### src/logic/ctrl_pkg.sv
`default_nettype none

package ctrl_pkg;

    typedef enum logic [3:0] {
        alu_add,
        alu_sub,
        alu_and,
        alu_or,
        alu_not,
        alu_tcp,
        alu_shl,
        alu_shr,
        alu_lhi,
        alu_pass
    } alu_op_t;

    // source of a non-sequential pc.
    typedef enum logic [1:0] {
        jump_none,
        jump_target,
        jump_register
    } jump_sel_t;

    typedef enum logic [1:0] {
        cond_ne,
        cond_eq,
        cond_gz,
        cond_lz
    } cond_t;

    typedef struct packed {
        logic      alu_src;
        logic      reg_write;
        logic      mem_read;
        logic      mem_to_reg;
        logic      mem_write;
        jump_sel_t jump;
        logic      branch;
        cond_t     cond;
        logic      pc_to_reg;
        logic      rt_write;
        logic      zero_extended;
        logic      out_write;
        logic      halt;
        alu_op_t   alu_op;
    } ctrl_t;

    // control word with nothing active.
    localparam ctrl_t ctrl_idle = '{
        alu_src:       1'b0,
        reg_write:     1'b0,
        mem_read:      1'b0,
        mem_to_reg:    1'b0,
        mem_write:     1'b0,
        jump:          jump_none,
        branch:        1'b0,
        cond:          cond_ne,
        pc_to_reg:     1'b0,
        rt_write:      1'b0,
        zero_extended: 1'b0,
        out_write:     1'b0,
        halt:          1'b0,
        alu_op:        alu_pass
    };

endpackage

`default_nettype wire

### src/logic/isa_pkg.sv
`default_nettype none

package isa_pkg;

    // data, address and instruction width.
    localparam int word_size = 16;

    // opcodes, top nibble of the instruction.
    localparam logic [3:0] op_bne   = 4'd0;
    localparam logic [3:0] op_beq   = 4'd1;
    localparam logic [3:0] op_bgz   = 4'd2;
    localparam logic [3:0] op_blz   = 4'd3;
    localparam logic [3:0] op_adi   = 4'd4;
    localparam logic [3:0] op_ori   = 4'd5;
    localparam logic [3:0] op_lhi   = 4'd6;
    localparam logic [3:0] op_lwd   = 4'd7;
    localparam logic [3:0] op_swd   = 4'd8;
    localparam logic [3:0] op_jmp   = 4'd9;
    localparam logic [3:0] op_jal   = 4'd10;
    localparam logic [3:0] op_rtype = 4'd15;

    // function codes, only meaningful under op_rtype.
    localparam logic [5:0] func_add = 6'd0;
    localparam logic [5:0] func_sub = 6'd1;
    localparam logic [5:0] func_and = 6'd2;
    localparam logic [5:0] func_orr = 6'd3;
    localparam logic [5:0] func_not = 6'd4;
    localparam logic [5:0] func_tcp = 6'd5;
    localparam logic [5:0] func_shl = 6'd6;
    localparam logic [5:0] func_shr = 6'd7;
    localparam logic [5:0] func_jpr = 6'd25;
    localparam logic [5:0] func_jrl = 6'd26;
    localparam logic [5:0] func_wwd = 6'd28;
    localparam logic [5:0] func_hlt = 6'd29;

    // return address register for jal and jrl.
    localparam logic [1:0] link_reg = 2'd2;

    typedef struct packed {
        logic [3:0] opcode;
        logic [1:0] rs;
        logic [1:0] rt;
        logic [1:0] rd;
        logic [5:0] func;
    } instr_t;

    // immediate overlaps rd and func.
    function automatic logic [7:0] imm_of(instr_t instr);
        return {instr.rd, instr.func};
    endfunction

    // jump target is everything below the opcode.
    function automatic logic [11:0] target_of(instr_t instr);
        return {instr.rs, instr.rt, instr.rd, instr.func};
    endfunction

endpackage

`default_nettype wire
### src/logic/tsc_core.sv
`timescale 1ns/10ps
`default_nettype none

module tsc_core (
    input  logic                             clk,
    input  logic                             rst_n,
    output logic [isa_pkg::word_size-1:0]    i_addr,
    input  logic [isa_pkg::word_size-1:0]    i_data,
    output logic [isa_pkg::word_size-1:0]    d_addr,
    output logic [isa_pkg::word_size-1:0]    d_wdata,
    input  logic [isa_pkg::word_size-1:0]    d_rdata,
    output logic                             d_read,
    output logic                             d_write,
    output logic [isa_pkg::word_size-1:0]    output_port,
    output logic                             output_valid,
    output logic                             halted
);

    isa_pkg::instr_t                 instr;
    ctrl_pkg::ctrl_t                 ctrl;
    logic [7:0]                      imm;
    logic [isa_pkg::word_size-1:0]   imm_ext;
    logic [isa_pkg::word_size-1:0]   rs_data;
    logic [isa_pkg::word_size-1:0]   rt_data;
    logic [isa_pkg::word_size-1:0]   alu_b;
    logic [isa_pkg::word_size-1:0]   alu_result;
    logic                            taken;
    logic [isa_pkg::word_size-1:0]   pc_plus_one;
    logic [1:0]                      wr_addr;
    logic [isa_pkg::word_size-1:0]   wr_data;
    logic                            wr_en;

    assign instr = isa_pkg::instr_t'(i_data);

    control_unit u_control_unit (
        .instr (instr),
        .ctrl  (ctrl)
    );

    assign imm     = isa_pkg::imm_of(instr);
    assign imm_ext = ctrl.zero_extended ? {{(isa_pkg::word_size-8){1'b0}}, imm}
                                        : {{(isa_pkg::word_size-8){imm[7]}}, imm};
    assign alu_b   = ctrl.alu_src ? imm_ext : rt_data;

    // write port target and source.
    always_comb begin
        if (ctrl.pc_to_reg) begin
            wr_addr = isa_pkg::link_reg;
        end else if (ctrl.rt_write) begin
            wr_addr = instr.rt;
        end else begin
            wr_addr = instr.rd;
        end
    end

    always_comb begin
        if (ctrl.pc_to_reg) begin
            wr_data = pc_plus_one;
        end else if (ctrl.mem_to_reg) begin
            wr_data = d_rdata;
        end else begin
            wr_data = alu_result;
        end
    end

    // nothing retires once the core has halted.
    assign wr_en        = ctrl.reg_write && !halted;
    assign d_read       = ctrl.mem_read && !halted;
    assign d_write      = ctrl.mem_write && !halted;
    assign output_valid = ctrl.out_write && !halted;

    register_file u_register_file (
        .clk     (clk),
        .rst_n   (rst_n),
        .rs_addr (instr.rs),
        .rt_addr (instr.rt),
        .wr_addr (wr_addr),
        .wr_en   (wr_en),
        .wr_data (wr_data),
        .rs_data (rs_data),
        .rt_data (rt_data)
    );

    alu u_alu (
        .op     (ctrl.alu_op),
        .cond   (ctrl.cond),
        .a      (rs_data),
        .b      (alu_b),
        .cmp    (rt_data),
        .result (alu_result),
        .taken  (taken)
    );

    pc_sequencer u_pc_sequencer (
        .clk         (clk),
        .rst_n       (rst_n),
        .jump        (ctrl.jump),
        .branch      (ctrl.branch),
        .taken       (taken),
        .halt        (ctrl.halt),
        .target      (isa_pkg::target_of(instr)),
        .offset      (imm),
        .jump_reg    (rs_data),
        .pc          (i_addr),
        .pc_plus_one (pc_plus_one),
        .halted      (halted)
    );

    assign d_addr      = alu_result;
    assign d_wdata     = rt_data;
    assign output_port = rs_data;

endmodule

`default_nettype wire

### src/logic/pc_sequencer.sv
`timescale 1ns/10ps
`default_nettype none

module pc_sequencer (
    input  logic                             clk,
    input  logic                             rst_n,
    input  ctrl_pkg::jump_sel_t              jump,
    input  logic                             branch,
    input  logic                             taken,
    input  logic                             halt,
    input  logic [11:0]                      target,
    input  logic [7:0]                       offset,
    input  logic [isa_pkg::word_size-1:0]    jump_reg,
    output logic [isa_pkg::word_size-1:0]    pc,
    output logic [isa_pkg::word_size-1:0]    pc_plus_one,
    output logic                             halted
);

    logic [isa_pkg::word_size-1:0] branch_target;
    logic [isa_pkg::word_size-1:0] next_pc;

    assign pc_plus_one   = pc + 1'b1;
    assign branch_target = pc_plus_one + {{(isa_pkg::word_size-8){offset[7]}}, offset};

    always_comb begin
        case (jump)
            // jump stays inside the current 4k page.
            ctrl_pkg::jump_target:   next_pc = {pc[isa_pkg::word_size-1:12], target};
            ctrl_pkg::jump_register: next_pc = jump_reg;
            default:                 next_pc = (branch && taken) ? branch_target : pc_plus_one;
        endcase
    end

    // hlt parks the pc on itself until reset.
    always_ff @(posedge clk) begin
        if (!rst_n) begin
            pc     <= '0;
            halted <= 1'b0;
        end else if (!halted) begin
            if (halt) begin
                halted <= 1'b1;
            end else begin
                pc <= next_pc;
            end
        end
    end

endmodule

`default_nettype wire

### src/logic/register_file.sv
`timescale 1ns/10ps
`default_nettype none

module register_file (
    input  logic                             clk,
    input  logic                             rst_n,
    input  logic [1:0]                       rs_addr,
    input  logic [1:0]                       rt_addr,
    input  logic [1:0]                       wr_addr,
    input  logic                             wr_en,
    input  logic [isa_pkg::word_size-1:0]    wr_data,
    output logic [isa_pkg::word_size-1:0]    rs_data,
    output logic [isa_pkg::word_size-1:0]    rt_data
);

    logic [isa_pkg::word_size-1:0] regs [4];

    always_ff @(posedge clk) begin
        if (!rst_n) begin
            for (int i = 0; i < 4; i++) begin
                regs[i] <= '0;
            end
        end else if (wr_en) begin
            regs[wr_addr] <= wr_data;
        end
    end

    // no bypass, a same-cycle read sees the old value.
    assign rs_data = regs[rs_addr];
    assign rt_data = regs[rt_addr];

endmodule

`default_nettype wire

### src/logic/alu.sv
`timescale 1ns/10ps
`default_nettype none

module alu (
    input  ctrl_pkg::alu_op_t                op,
    input  ctrl_pkg::cond_t                  cond,
    input  logic [isa_pkg::word_size-1:0]    a,
    input  logic [isa_pkg::word_size-1:0]    b,
    input  logic [isa_pkg::word_size-1:0]    cmp,
    output logic [isa_pkg::word_size-1:0]    result,
    output logic                             taken
);

    always_comb begin
        case (op)
            ctrl_pkg::alu_add:  result = a + b;
            ctrl_pkg::alu_sub:  result = a - b;
            ctrl_pkg::alu_and:  result = a & b;
            ctrl_pkg::alu_or:   result = a | b;
            ctrl_pkg::alu_not:  result = ~a;
            ctrl_pkg::alu_tcp:  result = ~a + 1'b1;
            ctrl_pkg::alu_shl:  result = {a[isa_pkg::word_size-2:0], 1'b0};
            // arithmetic, sign bit is kept.
            ctrl_pkg::alu_shr:  result = {a[isa_pkg::word_size-1], a[isa_pkg::word_size-1:1]};
            ctrl_pkg::alu_lhi:  result = {b[7:0], 8'h00};
            ctrl_pkg::alu_pass: result = a;
            default:            result = a;
        endcase
    end

    // branch condition on rs, with rt for the compare forms.
    always_comb begin
        case (cond)
            ctrl_pkg::cond_ne: taken = (a != cmp);
            ctrl_pkg::cond_eq: taken = (a == cmp);
            ctrl_pkg::cond_gz: taken = !a[isa_pkg::word_size-1] && (a != '0);
            default:           taken = a[isa_pkg::word_size-1];
        endcase
    end

endmodule

`default_nettype wire

### src/logic/control_unit.sv
`timescale 1ns/10ps
`default_nettype none

module control_unit (
    input  isa_pkg::instr_t instr,
    output ctrl_pkg::ctrl_t ctrl
);

    always_comb begin
        ctrl = ctrl_pkg::ctrl_idle;
        case (instr.opcode)
            isa_pkg::op_rtype: begin
                case (instr.func)
                    isa_pkg::func_add: begin
                        ctrl.reg_write = 1'b1;
                        ctrl.alu_op    = ctrl_pkg::alu_add;
                    end
                    isa_pkg::func_sub: begin
                        ctrl.reg_write = 1'b1;
                        ctrl.alu_op    = ctrl_pkg::alu_sub;
                    end
                    isa_pkg::func_and: begin
                        ctrl.reg_write = 1'b1;
                        ctrl.alu_op    = ctrl_pkg::alu_and;
                    end
                    isa_pkg::func_orr: begin
                        ctrl.reg_write = 1'b1;
                        ctrl.alu_op    = ctrl_pkg::alu_or;
                    end
                    isa_pkg::func_not: begin
                        ctrl.reg_write = 1'b1;
                        ctrl.alu_op    = ctrl_pkg::alu_not;
                    end
                    isa_pkg::func_tcp: begin
                        ctrl.reg_write = 1'b1;
                        ctrl.alu_op    = ctrl_pkg::alu_tcp;
                    end
                    isa_pkg::func_shl: begin
                        ctrl.reg_write = 1'b1;
                        ctrl.alu_op    = ctrl_pkg::alu_shl;
                    end
                    isa_pkg::func_shr: begin
                        ctrl.reg_write = 1'b1;
                        ctrl.alu_op    = ctrl_pkg::alu_shr;
                    end
                    isa_pkg::func_jpr: begin
                        ctrl.jump = ctrl_pkg::jump_register;
                    end
                    isa_pkg::func_jrl: begin
                        ctrl.reg_write = 1'b1;
                        ctrl.jump      = ctrl_pkg::jump_register;
                        ctrl.pc_to_reg = 1'b1;
                    end
                    isa_pkg::func_wwd: ctrl.out_write = 1'b1;
                    isa_pkg::func_hlt: ctrl.halt = 1'b1;
                    default: ctrl = ctrl_pkg::ctrl_idle;
                endcase
            end
            isa_pkg::op_adi, isa_pkg::op_lhi: begin
                ctrl.alu_src   = 1'b1;
                ctrl.reg_write = 1'b1;
                ctrl.rt_write  = 1'b1;
                ctrl.alu_op    = (instr.opcode == isa_pkg::op_lhi) ?
                                 ctrl_pkg::alu_lhi : ctrl_pkg::alu_add;
            end
            isa_pkg::op_ori: begin
                ctrl.alu_src       = 1'b1;
                ctrl.reg_write     = 1'b1;
                ctrl.rt_write      = 1'b1;
                ctrl.zero_extended = 1'b1;
                ctrl.alu_op        = ctrl_pkg::alu_or;
            end
            isa_pkg::op_lwd: begin
                ctrl.alu_src    = 1'b1;
                ctrl.reg_write  = 1'b1;
                ctrl.rt_write   = 1'b1;
                ctrl.mem_read   = 1'b1;
                ctrl.mem_to_reg = 1'b1;
                ctrl.alu_op     = ctrl_pkg::alu_add;
            end
            isa_pkg::op_swd: begin
                ctrl.alu_src   = 1'b1;
                ctrl.mem_write = 1'b1;
                ctrl.alu_op    = ctrl_pkg::alu_add;
            end
            isa_pkg::op_bne, isa_pkg::op_beq: begin
                ctrl.branch = 1'b1;
                ctrl.cond   = (instr.opcode == isa_pkg::op_bne) ?
                              ctrl_pkg::cond_ne : ctrl_pkg::cond_eq;
            end
            isa_pkg::op_bgz, isa_pkg::op_blz: begin
                ctrl.alu_src = 1'b1;
                ctrl.branch  = 1'b1;
                ctrl.cond    = (instr.opcode == isa_pkg::op_bgz) ?
                               ctrl_pkg::cond_gz : ctrl_pkg::cond_lz;
            end
            isa_pkg::op_jmp: ctrl.jump = ctrl_pkg::jump_target;
            isa_pkg::op_jal: begin
                ctrl.reg_write = 1'b1;
                ctrl.jump      = ctrl_pkg::jump_target;
                ctrl.pc_to_reg = 1'b1;
            end
            default: ctrl = ctrl_pkg::ctrl_idle;
        endcase
    end

endmodule

`default_nettype wire

### config.mk
export PLATFORM = sky130hd
export DESIGN_NAME = tsc_core
export DESIGN_NICKNAME = d
export VERILOG_FILES = /design/src/logic/ctrl_pkg.sv /design/src/logic/isa_pkg.sv /design/src/logic/tsc_core.sv /design/src/logic/pc_sequencer.sv /design/src/logic/register_file.sv /design/src/logic/alu.sv /design/src/logic/control_unit.sv
export SDC_FILE = /design/constraint.sdc
export NUM_CORES = 1
export LEC_CHECK = 0
export ABC_AREA = 0
export BUFFER_PORTS_ARGS = -buffer_cell sky130_fd_sc_hd__buf_2
export CAP_MARGIN = 10
export CORE_MARGIN = 3
export CORE_UTILIZATION = 35
export DETAILED_ROUTE_END_ITERATION = 10
export HOLD_SLACK_MARGIN = 0.05
export SYNTH_ARGS = -nofsm -noshare
export SYNTH_HDL_FRONTEND = slang
export SYNTH_SLANG_ARGS = --single-unit
### constraint.sdc
create_clock -name clk -period 7.58 [get_ports clk]
set_input_delay 1.895 -clock clk [delete_from_list [all_inputs] [get_ports clk]]
set_output_delay 1.895 -clock clk [all_outputs]
set_load 0.01 [all_outputs]
-- After elaboration in Yosys (flattened, before gate mapping)
Memories as Yosys holds them, arrays and structs flattened.
Cells that the tools add are included.
- output and inout port bits: 68
- bits in latches: 0
- bits in read-only memories: 0
- bits in registers: 17
- logic and storage cells: 116
- memories kept: 1
- bits in writable memories: 64
- input bits: 34
- bitwise logic cells: 6
- reduce and logical (&&, ||, !) cells: 26
- muxes and demuxes: 39
- divide/modulo/power cells: 0
- shift-type cells: 0
- equal/unequal tests: 36
- magnitude comparators: 0
- add/subtract/negate cells: 5
- $mul: 0
- memory list (name ; depth ; bits a word ; rd ports ; clocked after memory_dff ; wr ports ; RTL line ; source):
    u_register_file.regs ; 4 ; 16 ; 2 ; 0 ; 4 ; register_file.sv:16 ; logic [isa_pkg::word_size-1:0] regs [4];
- operators by type and width (kind ; number):
    $pmux W16 S9 ; 1
    $mux W16 ; 6
    $add A16 B1 Y16 const B ; 2
    $add A16 B16 Y16 ; 2
    $eq A4 B3 Y1 const B ; 8
    $pmux W16 S2 ; 1
    $pmux W4 S8 ; 1
    $eq A6 B3 Y1 const B ; 4
    $eq A6 B5 Y1 const B ; 4
    $eq A4 B4 Y1 const B ; 5
    $mux W1 ; 17
    $and A16 B16 Y16 ; 1
    $eq A16 B16 Y1 ; 1
    $eq A4 B2 Y1 const B ; 4
    $ne A16 B16 Y1 ; 1
    $not A16 Y16 ; 1
    $or A16 B16 Y16 ; 1
    $pmux W4 S4 ; 1
    $reduce_bool A16 Y1 ; 1
    $reduce_or A16 Y1 ; 1
    $sub A16 B16 Y16 ; 1
    $eq A6 B2 Y1 const B ; 2
    $mux W2 ; 6
    $reduce_or A2 Y1 ; 6
    other kinds (21) ; 34

-- Depth between registers and ports, before layout
- depth after elaboration: 10
- depth in mapped cells: 23
- mapped depth without buffers: 20

-- By module
From an unflattened synthesis, not the netlist that was laid out.
- cell total of the unflattened synthesis: 1040
- area, all modules: 9146.3 um^2
- by module, submodules not included (module ; times used ; area an instance (um^2) ; seq. area each (um^2) ; cells an instance):
    register_file ; 1 ; 3273.1 ; 1921.8 ; 186
    alu ; 1 ; 2839.0 ; 0.0 ; 442
    pc_sequencer ; 1 ; 2173.3 ; 340.3 ; 279
    tsc_core ; 1 ; 601.8 ; 0.0 ; 88
    control_unit ; 1 ; 259.0 ; 0.0 ; 45

-- Worst setup path before layout
Ideal clock, no wire load.
- kind: input to output
- from: in i_data[15] in the netlist's numbering
- to: out d_addr[15] in the netlist's numbering
- stages on the path: 21
- arrival time: 6074 ps
- buffers on the path: 3
- path slack: -389 ps
- data required time: 5685 ps
- cell sequence: clkbuf_1 o21ba_2 clkbuf_1 nor2_1 buf_2 mux2i_1 ha_1 nand3b_1 nor2_1 and2_1 nor2_1 xnor2_1 ha_1 o21a_1 o211ai_1 a211oi_1 nor2_1 a211o_1 xnor3_1 nand2b_1 a31oi_1
- longest elaborated chain between the ends: 6
- elaborated cells between the ends (all ways): 31
- classes of those cells: add/sub (2); eq/ne (16); mux (7); bitwise (2); reduce/logical (4)
- ends and longest elaborated chain (element ; RTL line ; source):
    start, declared ; tsc_core.sv:8 ; input logic [isa_pkg::word_size-1:0] i_data,
    $eq A4 B3 Y1, or another cell as far along ; control_unit.sv:11 ; case (instr.opcode)
    $reduce_or A7 Y1 (no line) or $mux W1 (tied branches) ; n/a ;
    $mux W1 or $mux W16 (tied branches) ; n/a ;
    $mux W16 ; tsc_core.sv:43 ; assign alu_b = ctrl.alu_src ? imm_ext : rt_data;
    $sub A16 B16 Y16, or another cell as far along ; alu.sv:17 ; ctrl_pkg::alu_sub: result = a - b;
    $pmux W16 S9 * ; alu.sv:15 ; case (op)
    end, declared ; tsc_core.sv:9 ; output logic [isa_pkg::word_size-1:0] d_addr,
Mark *: on every way between the ends. The rest lies on a longest branch, timed or not.

-- Worst setup path in the final report
- from: in i_data[8] in the netlist's numbering
- to: out d_addr[15] in the netlist's numbering
- longest elaborated chain between the ends: 4
- elaborated cells between the ends (all ways): 7
- classes of those cells: add/sub (2); mux (2); bitwise (2); memory (1)
- ends and longest elaborated chain (element ; RTL line):
    $mem_v2 Z4 W16 * ; n/a
    $mux W16 * ; tsc_core.sv:43
    $sub A16 B16 Y16, or another cell as far along ; alu.sv:17
    $pmux W16 S9 * ; alu.sv:15
Marked as above.

==> flow_summary.json <==
{
  "status": "finished with violations",
  "violations": "setup timing",
  "clock_latency_ps": 340,
  "finalSetupViolations": 1,
  "arrival_ps": 5700,
  "p_int_mw": 1.20,
  "synth_commonest_cells": "nor2_1, nand2_1, edfxtp_1",
  "power.density_mw_per_mm2": 178,
  "slew_viol_final": 0,
  "synth_edf_count": 64,
  "worst_slack_ps": -10.4,
  "p_sw_frac": 0.403,
  "critPathMaxFanout": 8,
  "critPathSlowestCell": "mux4_2",
  "design.core.area_mm2": 0.0245,
  "place_hpwl_um": 29300,
  "leakage_nw": 4.63,
  "min_path_cells": 2,
  "cp-end-kind": "output pin",
  "io_pins": 102,
  "ir_drop_uv": 134,
  "final_nets": 1323,
  "critPathRequiredTime_ps": 5690,
  "syn_area_mm2": 0.00880,
  "ant_nets": 0,
  "power_switching_uw": 810,
  "grt_max_degree": 29,
  "drt-pass1-iter-count": 6,
  "fin_crit_sh": 1.00,
  "die_h_um": 165,
  "rsz0062_at_grt": "true",
  "ys_types": 89,
  "critPathLaunch": "i_data[8]",
  "cts_tree": "yes",
  "cp_cell_sequence": "buf_12 > mux4_2 > nor4_4 > a21oi_2 > buf_4 > a211oi_4 > a31oi_1 > xnor2_1 > ha_1 > buf_4 > inv_1 > o21a_1 > a21oi_2 > nor2_1 > a211o_1 > xnor3_1 > nand2b_4 > a31oi_4 > buf_6",
  "clkTransAtPathRegs_ps": 70,
  "dieArea_mm2": 0.0271,
  "die_w_um": 165,
  "synth_most_common_cell": "nor2_1",
  "wl_per_cell_um": 23.9,
  "hold_violations": 0,
  "drt_iter0_markers": 1151,
  "critPathKind": "in -> out",
  "cp.depth": 19,
  "rows": 57,
  "min_path_type": "reg -> reg",
  "root_buffer": "clkbuf_16",
  "synth_seq_cells": 81,
  "hp-start": "u_pc_sequencer.pc[11]$_SDFFE_PN0P_",
  "fin_cells": 1576,
  "synth_top_cell_by_area": "edfxtp_1",
  "yosysSeqAreaShare": 0.257,
  "fin_setup_tns_ps": -10.4,
  "combPwrFrac": 0.526,
  "synth_flop_cell": "edfxtp_1",
  "route.final.wire_length_um": 37700,
  "routed_via_density": 6.03,
  "synth_top_area_frac": 0.218,
  "cp_num_buf_inv": 5,
  "syn_inst": 1030,
  "htree_num_levels": 3,
  "grt_first_pass_wirelength_um": 55300,
  "antenna_found_initial": 1,
  "grt_pass1_vias": 9022,
  "relSlewSlack": 0.418,
  "io_buffers": 101,
  "track_usage": 0.273,
  "reg2reg_depth": 20,
  "r2r_start": "u_register_file.regs[3][1]$_DFFE_PP_",
  "syn_to_final_growth_pct": 28.5,
  "fin_crit_ps": 7590,
  "gp_congestion": 1.00,
  "synth_area_per_cell_um2": 8.54,
  "synthTopCellsByArea": "edfxtp_1, mux4_2, ha_1",
  "fin_skew_ps": 7.00,
  "synth-async-reset-ratio": 0,
  "seqPwrFrac": 0.262,
  "route.detailed.drc": 0,
  "worst_slew_pin_slew_ps": 871,
  "grt-ovfl-total": 0,
  "syn_nets": 1106,
  "diodes": 0,
  "drive_above_1_share": 0.309,
  "dp.cells": 1549,
  "clk_path_buf_depth": 2,
  "clockPowerShare": 0.211,
  "critPathMaxStageDelay_ps": 560,
  "worst_setup_path_start_kind": "primary input",
  "cts_buffers": 9,
  "yosys_warnings": 0,
  "initial_core_util": 0.359,
  "path_delay_family": "compound AO/OA/AOI/OAI gates",
  "clock-sinks": 81,
  "maxCapViolCount": 0,
  "vias": 9502,
  "fmax_mhz": 132
}
-- power groups by stage --
stage	Clock, mW	Combinational, mW	Sequential, mW
6_report	0.424	1.06	0.528
5_1_grt	0.448	1.13	0.531
4_1_cts	0.429	0.993	0.527
3_5_place_dp	0	0.960	0.537
3_3_place_gp	0	0.956	0.536
2_1_floorplan	0	0.550	0.534
-- per-layer routing --
| layer | GRT usage | share of wire |
|---|---|---|
| met4 | 0.104 | 0.042 |
| met1 | 0.352 | 0.40 |
| met3 | 0.0599 | 0.10 |
| met2 | 0.448 | 0.46 |
| met5 | 0 | 0 |
-- cells in the final DEF, fill, tap and decap left out, types with 9 or more instances in the layout --
cell type	instances
nand4_1	9
nand3_1	27
buf_2	95
or3_1	12
a21oi_2	9
o21a_1	15
nor4_1	9
dfxtp_1	17
xnor2_1	47
mux4_2	27
nand2b_1	11
ha_1	37
a21oi_1	40
a31oi_1	30
xor2_1	23
nor3_1	42
buf_6	10
a22oi_1	17
o21ai_0	49
nor2b_1	16
inv_1	28
edfxtp_1	64
and2_1	11
buf_4	167
nand2_1	86
nor2_1	125
clkbuf_16	9
-- cell type report --
| type | count | area (um^2) |
|---|---|---|
| clock buffer | 9 | 225 |
| clock inverter | 7 | 63.8 |
| fill | 2442 | 13200 |
| inverter | 29 | 109 |
| multi-input combinational | 851 | 6340 |
| sequential | 81 | 2260 |
| tap | 324 | 405 |
| timing repair buffer | 275 | 1900 |
-- repair_timing --
item,4_1_cts,5_1_grt
endpoints found under the setup margin,6,9
hold buffers,0,0
setup buffers,4,7
pin swaps,16,28
endpoints found under the hold margin,0,0
resized for setup,32,33
-- flip-flops by register name, indices dropped and copies added (netlist names) --
| register | flops |
|---|---|
| u_pc_sequencer.halted | 1 |
| u_pc_sequencer.pc | 16 |
| u_register_file.regs | 64 |
-- worst min-delay path: cells and delay by family (launching register included) --
| kind | cells | cell delay (ps) |
|---|---|---|
| AO/OA/AOI/OAI | 1 | 70 |
| flip-flops | 1 | 360 |
| AND/OR/NAND/NOR | 1 | 90 |
-- final timing paths --
check	end	slack [ps]
max reg2reg	u_register_file.regs[3][13]$_DFFE_PP_	2470
max	d_addr[15]	-10
min reg2reg	u_pc_sequencer.pc[11]$_SDFFE_PN0P_	570
min	u_pc_sequencer.pc[11]$_SDFFE_PN0P_	570
-- logic make-up (layout without fill, tap and decap cells) --
logic type	count (synthesis)	in the layout	share of synthesized area
AO/OA/AOI/OAI	289	289	0.226
XOR/XNOR	71	71	0.0722
adder cells (fa/ha/maj)	42	42	0.0614
buffers and inverters	98	320	0.0535
flip-flops	81	81	0.257
multiplexers	49	49	0.104
AND/OR/NAND/NOR	400	400	0.225
-- metrics by stage --
step                      hold WS [ps]  setup slack (ps)  power, mW  utilization  instance area [um^2]
after detailed placement           551              -325       1.50        0.433                 10600
after global placement             545              -364       1.49        0.433                 10600
after floorplan                    551              1.40       1.08            -                  8830
after CTS                          574              18.7       1.95        0.452                 11100
final                              573             -10.4       2.01        0.461                 11300
after global routing               625              -193       2.11        0.461                 11300
(Power assumes the default switching activity.)
